`src/rtl/spi_ctl_pkg.sv`:
```
/*
  spi board-control package
  frame geometry, register map and reset values shared by the
  slave, the register bank and the top level
*/

package spi_ctl_pkg;

  ////////////////////////////////////////////////////////////
  // frame geometry

  // one spi frame, msb first
  localparam int frame_bits = 16;

  // first byte is the register address, the rest is data
  localparam int addr_bits = 8;

  // width of each control register
  // data byte carries clear bits high, set bits low
  localparam int ctl_bits = 4;

  ////////////////////////////////////////////////////////////
  // register map

  // set/clear/toggle registers
  localparam logic [addr_bits-1:0] addr_led = 8'd7;
  localparam logic [addr_bits-1:0] addr_dac = 8'd9;
  localparam logic [addr_bits-1:0] addr_adc = 8'd14;

  // peripheral select index, low data nibble
  localparam logic [addr_bits-1:0] addr_spi_sel = 8'd8;

  // commands, data byte ignored
  localparam logic [addr_bits-1:0] addr_soft_rst = 8'd11;
  localparam logic [addr_bits-1:0] addr_pwr_clr  = 8'd6;

  ////////////////////////////////////////////////////////////
  // reset values

  // dac control lines idle high after rst
  localparam logic [ctl_bits-1:0] dac_rst_val = 4'b1111;

endpackage

```
`src/rtl/spi_frame_slave.sv`:
```
/*
  spi frame slave
  synchronizes the spi pins into clk, shifts 16-bit frames in,
  shifts the addressed register back out and strobes a full frame
*/

module spi_frame_slave (
  input  logic                                                  clk,
  input  logic                                                  rst,
  input  logic                                                  sclk,
  input  logic                                                  cs_n,
  input  logic                                                  mosi,
  input  logic [spi_ctl_pkg::frame_bits-spi_ctl_pkg::addr_bits-1:0] rd_data,
  output logic [spi_ctl_pkg::addr_bits-1:0]                     rd_addr,
  output logic [spi_ctl_pkg::addr_bits-1:0]                     frame_addr,
  output logic [spi_ctl_pkg::frame_bits-spi_ctl_pkg::addr_bits-1:0] frame_data,
  output logic                                                  frame_valid,
  output logic                                                  slave_dout
);

  localparam int frame_bits = spi_ctl_pkg::frame_bits;
  localparam int addr_bits  = spi_ctl_pkg::addr_bits;
  localparam int data_bits  = frame_bits - addr_bits;

  // two-flop synchronizers, bit 1 is the usable copy
  logic [1:0] sclk_sync;
  logic [1:0] cs_sync;
  logic [1:0] mosi_sync;

  // delayed copies for edge detect
  logic sclk_d;
  logic cs_d;

  logic sclk_rise;
  logic sclk_fall;
  logic cs_rise;
  logic frame_done;

  // bit count saturates at frame_bits + 1
  logic [4:0]                 bit_cnt;
  logic                       addr_done;
  logic [frame_bits-1:0]      shift_in;
  logic [data_bits-1:0]       dout_sr;

  ////////////////////////////////////////////////////////////
  // pin synchronization and edge detect

  always_ff @(posedge clk)
  begin
    if (rst)
    begin
      // idle bus, cs high and sclk low
      sclk_sync <= 2'b00;
      cs_sync   <= 2'b11;
      mosi_sync <= 2'b00;
      sclk_d    <= 1'b0;
      cs_d      <= 1'b1;
    end
    else
    begin
      sclk_sync <= {sclk_sync[0], sclk};
      cs_sync   <= {cs_sync[0], cs_n};
      mosi_sync <= {mosi_sync[0], mosi};
      sclk_d    <= sclk_sync[1];
      cs_d      <= cs_sync[1];
    end
  end

  assign sclk_rise = sclk_sync[1] & ~sclk_d;
  assign sclk_fall = ~sclk_sync[1] & sclk_d;
  assign cs_rise   = cs_sync[1] & ~cs_d;

  // commit only on exactly 16 bits
  assign frame_done = cs_rise && (bit_cnt == 5'(frame_bits));

  ////////////////////////////////////////////////////////////
  // bit counter and strobes

  always_ff @(posedge clk)
  begin
    if (rst)
    begin
      bit_cnt     <= '0;
      addr_done   <= 1'b0;
      frame_valid <= 1'b0;
    end
    else
    begin
      frame_valid <= frame_done;
      if (cs_sync[1])
      begin
        // deselected, hold clear
        bit_cnt   <= '0;
        addr_done <= 1'b0;
      end
      else
      begin
        // one cycle after the 8th rising edge
        addr_done <= sclk_rise && (bit_cnt == 5'(addr_bits - 1));
        if (sclk_rise && (bit_cnt != 5'(frame_bits + 1)))
          bit_cnt <= bit_cnt + 5'd1;
      end
    end
  end

  ////////////////////////////////////////////////////////////
  // shifters

  always_ff @(posedge clk)
  begin
    if (rst || cs_sync[1])
    begin
      shift_in   <= '0;
      dout_sr    <= '0;
      slave_dout <= 1'b0;
    end
    else
    begin
      // capture on rising sclk, msb first
      if (sclk_rise)
        shift_in <= {shift_in[frame_bits-2:0], mosi_sync[1]};

      // readback loaded after the address byte
      // shifted out on falling sclk
      if (addr_done)
        dout_sr <= rd_data;
      else if (sclk_fall)
      begin
        slave_dout <= dout_sr[data_bits-1];
        dout_sr    <= {dout_sr[data_bits-2:0], 1'b0};
      end
    end
  end

  // address byte sits in the low bits once 8 bits are in
  assign rd_addr = shift_in[addr_bits-1:0];

  // frame payload held for the register bank
  always_ff @(posedge clk)
  begin
    if (frame_done)
    begin
      frame_addr <= shift_in[frame_bits-1:data_bits];
      frame_data <= shift_in[data_bits-1:0];
    end
  end

  // one strobe per cs rise
  a_valid_single : assert property (@(posedge clk) disable iff (rst)
    frame_valid |=> !frame_valid);

endmodule

```
`src/rtl/ctl_register_bank.sv`:
```
/*
  board control register bank
  decodes committed spi frames into set/clear/toggle writes,
  soft reset and power-up clear, and serves readback values
*/

module ctl_register_bank #(
  parameter int NUM_PERIPH = 5
) (
  input  logic                                                  clk,
  input  logic                                                  rst,
  input  logic [spi_ctl_pkg::addr_bits-1:0]                     frame_addr,
  input  logic [spi_ctl_pkg::frame_bits-spi_ctl_pkg::addr_bits-1:0] frame_data,
  input  logic                                                  frame_valid,
  input  logic [spi_ctl_pkg::addr_bits-1:0]                     rd_addr,
  output logic [spi_ctl_pkg::frame_bits-spi_ctl_pkg::addr_bits-1:0] rd_data,
  output logic [spi_ctl_pkg::ctl_bits-1:0]                      led,
  output logic [spi_ctl_pkg::ctl_bits-1:0]                      dac_ctl,
  output logic [spi_ctl_pkg::ctl_bits-1:0]                      adc_ctl,
  output logic [3:0]                                            spi_sel
);

  localparam int ctl_bits  = spi_ctl_pkg::ctl_bits;
  localparam int data_bits = spi_ctl_pkg::frame_bits - spi_ctl_pkg::addr_bits;

  logic [ctl_bits-1:0] set_bits;
  logic [ctl_bits-1:0] clr_bits;

  // set bits low nibble, clear bits high nibble
  assign set_bits = frame_data[ctl_bits-1:0];
  assign clr_bits = frame_data[2*ctl_bits-1:ctl_bits];

  // per bit: set alone -> 1, clear alone -> 0
  // both -> toggle, neither -> keep
  function automatic logic [ctl_bits-1:0] apply_set_clr(
    input logic [ctl_bits-1:0] cur,
    input logic [ctl_bits-1:0] set,
    input logic [ctl_bits-1:0] clr
  );
    logic [ctl_bits-1:0] keep;
    logic [ctl_bits-1:0] tog;
    keep = cur & ~(set | clr);
    tog  = ~cur & set & clr;
    return keep | (set & ~clr) | tog;
  endfunction

  ////////////////////////////////////////////////////////////
  // register writes

  always_ff @(posedge clk)
  begin
    if (rst)
    begin
      led     <= '0;
      dac_ctl <= spi_ctl_pkg::dac_rst_val;
      adc_ctl <= '0;
      spi_sel <= '0;
    end
    else if (frame_valid)
    begin
      case (frame_addr)
        spi_ctl_pkg::addr_led: led     <= apply_set_clr(led, set_bits, clr_bits);
        spi_ctl_pkg::addr_dac: dac_ctl <= apply_set_clr(dac_ctl, set_bits, clr_bits);
        spi_ctl_pkg::addr_adc: adc_ctl <= apply_set_clr(adc_ctl, set_bits, clr_bits);

        // out of range index parks the mux
        spi_ctl_pkg::addr_spi_sel:
        begin
          if (int'(frame_data[3:0]) > NUM_PERIPH)
            spi_sel <= '0;
          else
            spi_sel <= frame_data[3:0];
        end

        // soft reset clears everything, dac included
        spi_ctl_pkg::addr_soft_rst:
        begin
          led     <= '0;
          dac_ctl <= '0;
          adc_ctl <= '0;
          spi_sel <= '0;
        end

        // rails coming up, dac already configured
        spi_ctl_pkg::addr_pwr_clr:
        begin
          led     <= '0;
          adc_ctl <= '0;
        end

        default: ;
      endcase
    end
  end

  ////////////////////////////////////////////////////////////
  // readback, zero extended

  always_comb
  begin
    rd_data = '0;
    case (rd_addr)
      spi_ctl_pkg::addr_led:     rd_data = data_bits'(led);
      spi_ctl_pkg::addr_spi_sel: rd_data = data_bits'(spi_sel);
      spi_ctl_pkg::addr_dac:     rd_data = data_bits'(dac_ctl);
      spi_ctl_pkg::addr_adc:     rd_data = data_bits'(adc_ctl);
      default:                   rd_data = '0;
    endcase
  end

  // mux decode relies on a valid index
  a_sel_range : assert property (@(posedge clk) disable iff (rst)
    int'(spi_sel) <= NUM_PERIPH);

endmodule

```
`src/rtl/spi_periph_mux.sv`:
```
/*
  spi peripheral mux
  fans cs2_n out to one peripheral chip select and picks miso
*/

module spi_periph_mux #(
  parameter int NUM_PERIPH = 5
) (
  input  logic                  cs2_n,
  input  logic [3:0]            spi_sel,
  input  logic                  slave_dout,
  input  logic [NUM_PERIPH-1:0] periph_miso,
  output logic                  miso,
  output logic [NUM_PERIPH-1:0] periph_cs_n
);

  always_comb
  begin
    // cs2 idle, the register slave owns miso
    periph_cs_n = '1;
    miso        = slave_dout;
    if (!cs2_n)
    begin
      // index 0 selects nobody
      miso = 1'b0;
      for (int i = 0; i < NUM_PERIPH; i++)
      begin
        // index n maps to peripheral n-1
        if (spi_sel == 4'(i + 1))
        begin
          periph_cs_n[i] = 1'b0;
          miso           = periph_miso[i];
        end
      end
    end
  end

  // never two peripherals on the bus
  always_comb
  begin
    a_one_hot_cs : assert final ($countones(~periph_cs_n) <= 1);
  end

endmodule

```
`src/rtl/spi_ctl_top.sv`:
```
/*
  spi board-control top level
  register slave, control registers and peripheral spi mux
*/

module spi_ctl_top #(
  parameter int NUM_PERIPH = 5
) (
  input  logic                                clk,
  input  logic                                rst,

  // spi slave port
  input  logic                                sclk,
  input  logic                                cs_n,
  input  logic                                mosi,
  input  logic                                cs2_n,
  output logic                                miso,

  // muxed peripherals
  output logic [NUM_PERIPH-1:0]               periph_cs_n,
  input  logic [NUM_PERIPH-1:0]               periph_miso,

  // control lines
  output logic [spi_ctl_pkg::ctl_bits-1:0]    led,
  output logic [spi_ctl_pkg::ctl_bits-1:0]    dac_ctl,
  output logic [spi_ctl_pkg::ctl_bits-1:0]    adc_ctl,

  // adc data ready to host
  input  logic                                drdy_n,
  output logic                                irq_n
);

  localparam int addr_bits = spi_ctl_pkg::addr_bits;
  localparam int data_bits = spi_ctl_pkg::frame_bits - spi_ctl_pkg::addr_bits;

  ////////////////////////////////////////////////////////////
  // internal nets

  logic [addr_bits-1:0] rd_addr;
  logic [data_bits-1:0] rd_data;
  logic [addr_bits-1:0] frame_addr;
  logic [data_bits-1:0] frame_data;
  logic                 frame_valid;
  logic                 slave_dout;
  logic [3:0]           spi_sel;

  spi_frame_slave u_slave (
    .clk         (clk),
    .rst         (rst),
    .sclk        (sclk),
    .cs_n        (cs_n),
    .mosi        (mosi),
    .rd_data     (rd_data),
    .rd_addr     (rd_addr),
    .frame_addr  (frame_addr),
    .frame_data  (frame_data),
    .frame_valid (frame_valid),
    .slave_dout  (slave_dout)
  );

  ctl_register_bank #(.NUM_PERIPH(NUM_PERIPH)) u_regs (
    .clk         (clk),
    .rst         (rst),
    .frame_addr  (frame_addr),
    .frame_data  (frame_data),
    .frame_valid (frame_valid),
    .rd_addr     (rd_addr),
    .rd_data     (rd_data),
    .led         (led),
    .dac_ctl     (dac_ctl),
    .adc_ctl     (adc_ctl),
    .spi_sel     (spi_sel)
  );

  spi_periph_mux #(.NUM_PERIPH(NUM_PERIPH)) u_mux (
    .cs2_n       (cs2_n),
    .spi_sel     (spi_sel),
    .slave_dout  (slave_dout),
    .periph_miso (periph_miso),
    .miso        (miso),
    .periph_cs_n (periph_cs_n)
  );

  // single interrupt source, straight through
  assign irq_n = drdy_n;

endmodule

```
`config.mk`:
```
export PLATFORM = sky130hd
export DESIGN_NAME = spi_ctl_top
export DESIGN_NICKNAME = d
export VERILOG_FILES = /design/src/rtl/spi_ctl_pkg.sv /design/src/rtl/spi_frame_slave.sv /design/src/rtl/ctl_register_bank.sv /design/src/rtl/spi_periph_mux.sv /design/src/rtl/spi_ctl_top.sv
export SDC_FILE = /design/constraint.sdc
export NUM_CORES = 1
export LEC_CHECK = 0
export CAP_MARGIN = 20
export CORE_ASPECT_RATIO = 0.8
export CORE_UTILIZATION = 40
export CTS_BUF_LIST = sky130_fd_sc_hd__clkbuf_4
export DETAILED_ROUTE_END_ITERATION = 12
export DONT_BUFFER_PORTS = 1
export MAX_ROUTING_LAYER = met4
export RECOVER_POWER = 50
export SLEW_MARGIN = 20
export SYNTH_ARGS = -nofsm -noshare
export SYNTH_HDL_FRONTEND = slang
export SYNTH_SLANG_ARGS = --single-unit
```
`constraint.sdc`:
```
create_clock -name clk -period 1.6 [get_ports clk]
set_input_delay 0.32 -clock clk [delete_from_list [all_inputs] [get_ports clk]]
set_output_delay 0.32 -clock clk [all_outputs]
set_load 0.05 [all_outputs]
```
==> results of run 1 <==
## metal layers
layer  global-route usage  share of wire  wire length (um)  up-vias
li1                     -              -                 -     1178
met1                0.247           0.49              3370     1150
met2                0.281           0.45              3070       46
met3               0.0618          0.049               337        7
met4               0.0485          0.010                70        0
met5                    -              0                 0        -
## area by class of cell
type,count,area [sq um],area share
clock buffers,9,67.6,0.0181
clock inverters,7,51.3,0.0138
inverters,3,11.3,0.00302
multi-input cells,214,1460,0.392
flip-flops and latches,72,1610,0.432
well taps,105,131,0.0353
repair buffers,43,394,0.106
## power by group through the flow
| stage | clock, mW | combinational (mW) | sequential, mW |
|---|---|---|---|
| finish | 1.02 | 0.0589 | 1.86 |
| global route | 1.15 | 0.0638 | 1.86 |
| CTS | 1.06 | 0.0570 | 1.86 |
| detailed placement | 0 | 0.0414 | 1.90 |
| global placement | 0 | 0.0408 | 1.90 |
| floorplan | 0 | 0.0457 | 1.90 |
## synth_stat cells, types with 4 or more instances
cell,number,share of area
a31oi_1,8,0.016
nand2_1,47,0.058
a22oi_1,6,0.015
nor2b_1,16,0.033
nand4b_1,9,0.026
a221o_1,4,0.013
a21oi_1,21,0.034
nand3b_1,10,0.024
clkbuf_1,14,0.017
nor2_1,17,0.021
o21ai_0,8,0.013
nand3_1,6,0.0098
edfxtp_1,16,0.16
mux2i_1,14,0.046
dfxtp_1,56,0.37
## through the flow
step	power, mW	utilization	std cells	instance area (sq um)
2_1_floorplan	1.94	-	308	3070
3_3_place_gp	1.94	0.460	428	3400
3_5_place_dp	1.94	0.460	428	3400
4_1_cts	2.97	0.494	449	3650
5_1_grt	3.07	0.504	453	3720
6_report	2.93	0.504	453	3720
## kinds of logic (layout without fill, tap and decap cells)
group | count (synthesis) | after routing
flops | 72 | 72
xor+xnor | 5 | 5
buf+inv | 22 | 62
mux | 14 | 14
simple gates | 130 | 130
fa+ha+maj | 3 | 3
compound gates | 62 | 62
## worst min-delay path by stage
stage	from	end	slack [ns]
after floorplan	u_slave.cs_sync[0]$_SDFF_PP1_	u_slave.cs_sync[1]$_SDFF_PP1_	0.39
after global placement	rst	u_slave.sclk_d$_SDFF_PP0_	0.39
after detailed placement	rst	u_slave.mosi_sync[0]$_SDFF_PP0_	0.40
after CTS	sclk	u_slave.sclk_sync[0]$_SDFF_PP0_	0.006
after global routing	rst	u_regs.spi_sel[3]$_SDFFE_PP0P_	0.05
final	rst	u_regs.spi_sel[3]$_SDFFE_PP0P_	0.07
## sequential cells by signal, summed over array words and instances (netlist names), 4 cells and up
| name | flops |
|---|---|
| u_slave.frame_data | 8 |
| u_slave.shift_in | 16 |
| u_regs.spi_sel | 4 |
| u_slave.bit_cnt | 5 |
| u_slave.dout_sr | 8 |
| u_slave.frame_addr | 8 |
| u_regs.dac_ctl | 4 |
| u_regs.adc_ctl | 4 |
| u_regs.led | 4 |
## what timing repair did
item	CTS	global route
gates resized for setup	28	12
endpoints found under the setup margin	14	22
hold buffers	3	1
buffers inserted	2	4
endpoints found under the hold margin	23	1
pin swaps	10	13
==> results.yml, run 1 <==
logic_synthesis:
  synth_top_family_by_area: "simple AND/OR/NAND/NOR gates"
  syn_nets: 323
  syn_avg_cell_area_sq_um: 9.96
  async_flop_share: 0
  ys_seq_area_frac: 0.522
  synth_compound_area_frac: 0.138
  synth_xor_area_frac: 0.0143
  yosys.area_share.simple: 0.237
  yosys_warnings: 0
  synthMuxAreaShare: 0.0457
  netlist_area_sq_um: 3070
  synth_ff_type: "dfxtp_1"
  syn_inst: 308
  ys_ff_latch: 72
  synthAdderAreaFrac: 0.0122
  synth_enable_flop_cells: 16
  ys_types: 47
route:
  drcViolationCount: 0
  first_pass_iters: 6
  wl_per_cell_um: 15.1
  num_vias: 2381
  drtAntennaViolNets: 0
  drt-initial-drc-count: 138
  wl_um: 6840
  vias_per_cell: 5.26
critical_path:
  crit_end: "miso"
  cp_num_cells: 5
  crit_path_top_delay_cell: "dfxtp_2"
  r2r_start: "u_slave.frame_addr[6]$_DFFE_PP_"
  startpoint: "u_regs.spi_sel[2]$_SDFFE_PP0P_"
  rr_worst_depth: 5
  crit_family: "flip-flops"
  rrSetupSlack_ns: -0.02
  crit_buf_inv: 1
  path_cells: "nand2b_4 -> nor3_1 -> a21oi_1 -> o21ai_2 -> buf_12"
  critPathLaunchType: "flop"
  critPathRequiredTime_ns: 1.28
  end_kind: "output pin"
  arrival_ns: 1.52
  cp_max_fo: 5
  critPathMaxStageDelay_ns: 0.45
  critPathKind: "reg2out"
  r2r-end: "u_regs.dac_ctl[1]$_SDFFE_PP1P_"
sta:
  rsz0062_at_grt: "true"
  relSlewSlack: 0.351
  tns_ns: -0.728
  skew_ns: 0.0189
  slew_violations: 0
  timing.final.ws_setup_ns: -0.236
  whs_ns: 0.0716
  finalHoldViolations: 0
  max_freq_ghz: 0.545
  finalSetupViolCount: 10
  period_share: 1.15
  worst_pin_slew_ns: 0.970
  min_period_ns: 1.84
hold_path:
  min_path_cells: 1
  hp-class: "in2reg"
power:
  p_comb_frac: 0.020
  pwr-share-clk: 0.348
  p_switching_mw: 0.725
  p_int_mw: 2.21
  p_per_area_nw_per_um2: 788
  switching_share: 0.247
  seqPwrFrac: 0.632
  ir_drop_mv: 0.529
  p_leak_nw: 1.23
run_status:
  violations: "setup timing"
  status: "complete, but fails checks"
finish:
  final_nets: 358
  num_antenna_cells: 0
  final_common_cell: "dfxtp_1"
  drive_gt1_frac: 0.236
  final_cell_mix: "dfxtp_1 (53), nand2_1 (45), buf_4 (26)"
  fillers: 689
  areaGrowthSynthToFinish_pct: 21.5
clock_tree:
  cts_sinks: 72
  tritoncts: "yes"
  cts_buffer_depth: 2
  cts.clk_slew.worst_paths_ns: 0.13
  cts.htree.levels: 3
  clkLatencyLatePin_ns: 0.42
  root_buffer: "clkbuf_4"
  cts_buffers: 9
floorplan:
  start_util: 0.415
  core_area_sq_um: 7390
  pin_count: 31
  row_count: 28
  die_x_um: 99.9
  die_h_um: 80.3
  die-area_sq_um: 8020
global_routing:
  grt_pass1_vias: 2186
  antenna_found_initial: 0
  grtUsageTotal: 0.189
  grt_max_degree: 25
  grt_first_pass_wirelength_um: 11000
  grt_overflow: 0
run:
  cap_violations: 0
place:
  place_ws_ns: -0.00201
  finalWeightedCongestion: 0.764
  io_buffers: 0
  dpl.hpwl_um: 4560
No activity file was read; power rests on OpenSTA's default activity.
==> run 2, diff against run 1 <==
- ABC_AREA: unset -> 1
- CORE_UTILIZATION: 40 -> 50
- PLACE_DENSITY: unset -> 0.68
==> results.yml, run 2 <==
clock_tree:
  cts_sinks: 72
  cts_buffers: 9
  tritoncts: "yes"
  cts_buffer_depth: 2
  clkLatencyLatePin_ns: 0.43
  root_buffer: "clkbuf_4"
  cts.htree.levels: 3
  cts.clk_slew.worst_paths_ns: 0.11
hold_path:
  min_to: "u_regs.dac_ctl[1]$_SDFFE_PP1P_"
  min_path_cells: 3
  hp-class: "in2reg"
  hp-start: "rst"
logic_synthesis:
  yosys_warnings: 0
  ys_ff_latch: 72
  syn_avg_cell_area_sq_um: 7.80
  synth_common_cells: "nand2_1 (94), dfxtp_1 (56), nand3_1 (51), nor2_1 (51), inv_1 (50)"
  syn_inst: 417
  synth_enable_flop_cells: 16
  synth_top_area_frac: 0.345
  synth_ff_type: "dfxtp_1"
  ys_types: 33
  synth_area_leaders: "dfxtp_1 (34%), edfxtp_1 (15%), nand2_1 (11%)"
  syn_nets: 432
  netlist_area_sq_um: 3250
  yosysMostFrequentCell: "nand2_1"
  synth_top_cell_by_area: "dfxtp_1"
  ys_seq_area_frac: 0.492
  async_flop_share: 0
critical_path:
  startpoint: "u_regs.spi_sel[3]$_SDFFE_PP0P_"
  rrSetupSlack_ns: 0.14
  critPathKind: "reg2out"
  r2r-end: "u_regs.dac_ctl[2]$_SDFFE_PP1P_"
  rr_worst_depth: 9
  r2r_start: "u_slave.frame_addr[4]$_DFFE_PP_"
  end_kind: "output pin"
  critPathRequiredTime_ns: 1.28
  arrival_ns: 1.56
  critPathLaunchType: "flop"
  cp_max_fo: 5
sta:
  min_period_ns: 1.88
  whs_ns: 0.270
  relSlewSlack: 0.525
  slew_violations: 0
  max_freq_ghz: 0.533
  finalHoldViolations: 0
  timing.final.ws_setup_ns: -0.277
  period_share: 1.17
  rsz0062_at_grt: "true"
  skew_ns: 0.0223
  finalSetupViolCount: 6
  tns_ns: -0.874
  worst_pin_slew_ns: 0.712
route:
  vias_per_cell: 5.26
  wl_per_cell_um: 13.6
  wl_um: 7320
  drt-initial-drc-count: 168
  drtAntennaViolNets: 0
  first_pass_iters: 5
  num_vias: 2836
  drcViolationCount: 0
place:
  finalWeightedCongestion: 0.905
  dp.cells: 512
  io_buffers: 0
  place_area_sq_um: 3510
  dpl.hpwl_um: 4910
  place_ws_ns: 0.0477
finish:
  final_common_cell: "nand2_1"
  final_cell_mix: "nand2_1 (94), dfxtp_1 (52), nor2_1 (50)"
  drive_gt1_frac: 0.164
  final_nets: 468
  largest-register: "u_slave.shift_in"
  areaGrowthSynthToFinish_pct: 18.4
  num_antenna_cells: 0
  stdcell_count: 539
  finalInstanceArea_sq_um: 3850
  finish.utilization: 0.631
  fillers: 551
  largest_register_ffs: 16
floorplan:
  start_util: 0.533
  die_h_um: 74.1
  die-area_sq_um: 6830
  die_x_um: 92.2
  row_count: 25
  core_area_sq_um: 6100
  pin_count: 31
global_routing:
  grt_overflow: 0
  grt_first_pass_wirelength_um: 11800
  grtUsageTotal: 0.234
  antenna_found_initial: 0
  grt_max_degree: 24
  grt_pass1_vias: 2508
power:
  finalPower_mw: 3.25
  seqPwrFrac: 0.571
  p_comb_frac: 0.029
  p_switching_mw: 0.697
  p_int_mw: 2.56
  ir_drop_mv: 0.478
  p_leak_nw: 1.55
  switching_share: 0.214
  pwr-share-clk: 0.401
  p_per_area_nw_per_um2: 846
run_status:
  status: "complete, but fails checks"
  violations: "setup timing"
run:
  cap_violations: 0
-- run 2: layout make-up --
class	instances	area, sq um	share of cell area
Sequential cell	72	1610	0.419
Multi-Input combinational cell	280	1430	0.372
Timing Repair Buffer	37	334	0.0868
Inverter	53	204	0.0530
Tap cell	81	101	0.0263
Clock buffer	11	82.6	0.0215
Clock inverter	5	82.6	0.0215
-- run 2: how the worst max path moves through the flow --
stage                 to  slack, ns
global placement    miso       0.12
global route        miso      -0.35
detailed placement  miso       0.05
CTS                 miso      -0.28
finish              miso      -0.28
floorplan           miso      0.006
-- run 2: timing repair --
item                                    CTS  global route
hold buffers                              4             0
endpoints found under the setup margin    6            18
gates resized for setup                  19             5
pin swaps                                 5             5
setup buffers                             0             7
hold endpoints to repair                  9             0
-- run 2: layer usage --
| layer | wire length, um | global-route usage |
|---|---|---|
| met5 | 0 | - |
| met4 | 95 | 0.101 |
| met3 | 398 | 0.0654 |
| met2 | 3220 | 0.347 |
| met1 | 3610 | 0.302 |
-- run 2: kinds of logic (layout without fill, tap and decap cells) --
kind of cell,Yosys count,in the layout,synth area share
simple gates,228,228,0.321
flops,72,72,0.492
buf+inv,65,106,0.0850
compound gates,49,49,0.0900
fa+ha+maj,3,3,0.0115
-- run 2: power groups by stage --
stage | clock [mW] | sequential, mW | combinational [mW]
finish | 1.30 | 1.86 | 0.0929
global route | 1.42 | 1.86 | 0.102
CTS | 1.34 | 1.86 | 0.0912
detailed placement | 0 | 1.90 | 0.0788
global placement | 0 | 1.90 | 0.0772
floorplan | 0 | 1.90 | 0.0691
-- run 2: worst max-delay path, stage by stage (launching register included) --
cell,delay (ns)
dfxtp_2,0.38
nor2_4,0.17
nand4_1,0.13
a41oi_2,0.29
buf_12,0.17
==> run 3, diff against run 2 <==
- CORE_UTILIZATION: 50 -> 59
- PLACE_DENSITY: 0.68 -> 0.78
- SETUP_SLACK_MARGIN: unset -> 0.5
==> results.yml, run 3 <==
run_status:
  status: "aborted with a tool error"
  haltStage: "global routing"
  error: "[ERROR GRT-0232] Routing congestion too high. Check the congestion heatmap in the GUI."
place:
  finalWeightedCongestion: 0.854
  io_buffers: 0
  place_area_sq_um: 3670
  dpl.hpwl_um: 4900
logic_synthesis:
  yosys_warnings: 0
  ys_types: 33
  synth_enable_flop_cells: 16
  yosysMostFrequentCell: "nand2_1"
  synth_area_leaders: "dfxtp_1 (34%), edfxtp_1 (15%), nand2_1 (11%)"
  netlist_area_sq_um: 3250
  ys_seq_area_frac: 0.492
  ys_ff_latch: 72
  synth_top_area_frac: 0.345
  syn_avg_cell_area_sq_um: 7.80
  async_flop_share: 0
  syn_inst: 417
  synth_ff_type: "dfxtp_1"
  synth_top_cell_by_area: "dfxtp_1"
  syn_nets: 432
  synth_common_cells: "nand2_1 (94), dfxtp_1 (56), nand3_1 (51), nor2_1 (51), inv_1 (50)"
floorplan:
  pin_count: 31
  start_util: 0.631
  die_x_um: 85.0
  row_count: 23
  die_h_um: 68.4
clock_tree:
  cts_buffers: 9
  cts_sinks: 72
  cts.htree.levels: 3
  root_buffer: "clkbuf_4"
  cts_buffer_depth: 2
global_routing:
  grtUsageTotal: 0.857
  grt_max_degree: 17
  grt_overflow: 245
sta:
  worst_endpoint_kind: "primary output"
  repair-timing-grt-worst-ep: "miso"
run 3: through the flow:
step / setup slack [ns] / instances
floorplan: 0.149 / 417
global placement: 0.204 / 491
detailed placement: 0.142 / 491
CTS: -0.283 / 547
run 3: cells by family after synthesis:
kind of cell | after synthesis | synth area share
flops | 72 | 0.492
buf+inv | 65 | 0.0850
compound gates | 49 | 0.0900
simple gates | 228 | 0.321
fa+ha+maj | 3 | 0.0115
run 3: repair_timing:
action,in CTS
cloned,4
gates resized for setup,146
hold endpoints to repair,9
setup buffers,32
pin swaps,53
hold buffers,4
setup endpoints to repair,77
run 3: per-layer routing:
metal,GRT usage,overflow
met5,-,-
met4,1.05,85
met3,0.548,0
met2,1.13,157
met1,0.778,3
==> run 4, diff against run 3 <==
- CORE_ASPECT_RATIO: 0.8 -> unset
- CORE_UTILIZATION: 59 -> 40
- CTS_BUF_LIST: sky130_fd_sc_hd__clkbuf_4 -> unset
- MAX_ROUTING_LAYER: met4 -> unset
- PLACE_DENSITY: 0.78 -> unset
- PLACE_DENSITY_LB_ADDON: unset -> 0.15
- SETUP_SLACK_MARGIN: 0.5 -> unset
- clock period: 1.6 -> 2.1 ns (I/O delays scaled with it)
==> results.yml, run 4 (same netlist as run 2, synthesis figures left out) <==
hold_path:
  min_to: "u_regs.spi_sel[3]$_SDFFE_PP0P_"
  min_path_cells: 1
  hp-start: "rst"
  hp-class: "in2reg"
power:
  ir_drop_mv: 0.337
  seqPwrFrac: 0.486
  p_per_area_nw_per_um2: 791
  switching_share: 0.199
  p_comb_frac: 0.019
  pwr-share-clk: 0.495
  finalPower_mw: 2.91
  p_leak_nw: 1.45
  p_int_mw: 2.33
  p_switching_mw: 0.580
clock_tree:
  cts_sinks: 72
  postCtsSetupRepairBufs: 0
  clkLatencyLatePin_ns: 0.34
  cts_buffers: 9
  root_buffer: "clkbuf_8"
  tritoncts: "yes"
  ctsResizeCount: 0
  cts_buffer_depth: 2
  cts.htree.levels: 3
  cts.clk_slew.worst_paths_ns: 0.08
  ctsHoldBuffers: 0
sta:
  timing.final.ws_setup_ns: 0.109
  worst_pin_slew_ns: 1.16
  period_share: 0.948
  finalHoldViolations: 0
  min_period_ns: 1.99
  max_freq_ghz: 0.502
  skew_ns: 0.00878
  finalSetupViolCount: 0
  slew_violations: 0
  tns_ns: 0
  relSlewSlack: 0.227
  rsz0062_at_grt: "false"
place:
  place_ws_ns: 0.511
  place_area_sq_um: 3410
  finalWeightedCongestion: 0.845
  dpl.hpwl_um: 4970
  io_buffers: 0
critical_path:
  end_kind: "output pin"
  critPathMaxStageDelay_ns: 0.38
  path_cells: "inv_1 -> nor3_1 -> a21oi_1 -> a41oi_1 -> buf_4"
  critPathRequiredTime_ns: 1.68
  arrival_ns: 1.57
  cp_num_cells: 5
  rrSetupSlack_ns: 0.38
  rr_worst_depth: 4
  critPathKind: "reg2out"
  crit_buf_inv: 2
  crit_path_top_delay_cell: "dfxtp_1"
  r2r-end: "u_slave.shift_in[6]$_SDFFE_PP0P_"
  cp_max_fo: 3
  crit_family: "flip-flops"
  critPathLaunchType: "flop"
  r2r_start: "u_slave.cs_sync[1]$_SDFF_PP1_"
global_routing:
  antenna_found_initial: 0
  grt_max_degree: 27
  grt_overflow: 0
  grt_first_pass_wirelength_um: 12400
  grt_pass1_vias: 2545
  grtUsageTotal: 0.187
run_status:
  status: "completed"
floorplan:
  die-area_sq_um: 8490
  die_h_um: 92.2
  pin_count: 31
  core_area_sq_um: 7810
  start_util: 0.417
  row_count: 32
  die_x_um: 92.2
finish:
  largest-register: "u_slave.shift_in"
  finalInstanceArea_sq_um: 3680
  final_cell_mix: "nand2_1 (94), dfxtp_1 (55), nand3_1 (51)"
  fillers: 780
  final_nets: 445
  final_common_cell: "nand2_1"
  multi_input_area_sq_um: 1380
  num_antenna_cells: 0
  drive_gt1_frac: 0.0989
  areaGrowthSynthToFinish_pct: 13.2
  seq_area_sq_um: 1600
  largest_register_ffs: 16
route:
  wl_per_cell_um: 13.1
  first_pass_iters: 4
  drcViolationCount: 0
  drt-initial-drc-count: 116
  wl_um: 7020
  num_vias: 2700
  vias_per_cell: 5.03
  drtAntennaViolNets: 0
run:
  cap_violations: 0
## run 4: cell type report
class	instances	share of cell area
sequential	72	0.435
multi-input combinational	280	0.375
clock buffer	15	0.0683
inverter	53	0.0540
tap	102	0.0347
timing repair buffer	14	0.0245
clock inverter	1	0.00815
## run 4: worst max path at each step
| stage | from | endpoint | slack, ns |
|---|---|---|---|
| 6_report | u_regs.spi_sel[2]$_SDFFE_PP0P_ | miso | 0.11 |
| 4_1_cts | u_regs.spi_sel[1]$_SDFFE_PP0P_ | miso | 0.12 |
| 3_5_place_dp | u_regs.spi_sel[1]$_SDFFE_PP0P_ | miso | 0.51 |
| 3_3_place_gp | u_regs.spi_sel[1]$_SDFFE_PP0P_ | miso | 0.53 |
| 5_1_grt | u_regs.spi_sel[2]$_SDFFE_PP0P_ | miso | 0.004 |
| 2_1_floorplan | u_regs.spi_sel[3]$_SDFFE_PP0P_ | miso | 0.09 |
## run 4: through the flow
stage          std cells   util  hold WS (ns)
6_report             537  0.472         0.136
5_1_grt              537  0.472         0.118
4_1_cts              537  0.473         0.118
3_5_place_dp         521  0.437         0.392
3_3_place_gp         521  0.437         0.392
2_1_floorplan        417      -         0.388
## run 4: power by group through the flow
stage          clock network, mW  logic, mW  registers (mW)
2_1_floorplan                  0     0.0518            1.45
3_3_place_gp                   0     0.0563            1.45
3_5_place_dp                   0     0.0562            1.45
4_1_cts                     1.46     0.0560            1.42
5_1_grt                     1.54     0.0627            1.42
6_report                    1.44     0.0550            1.42
## run 4: per-layer routing
layer  up-vias  GRT usage  routed length, um
li1       1394          -                  -
met1      1239      0.240               3360
met2        55      0.296               3190
met3        12     0.0373                290
met4         0      0.100                178
met5         -          0                  0
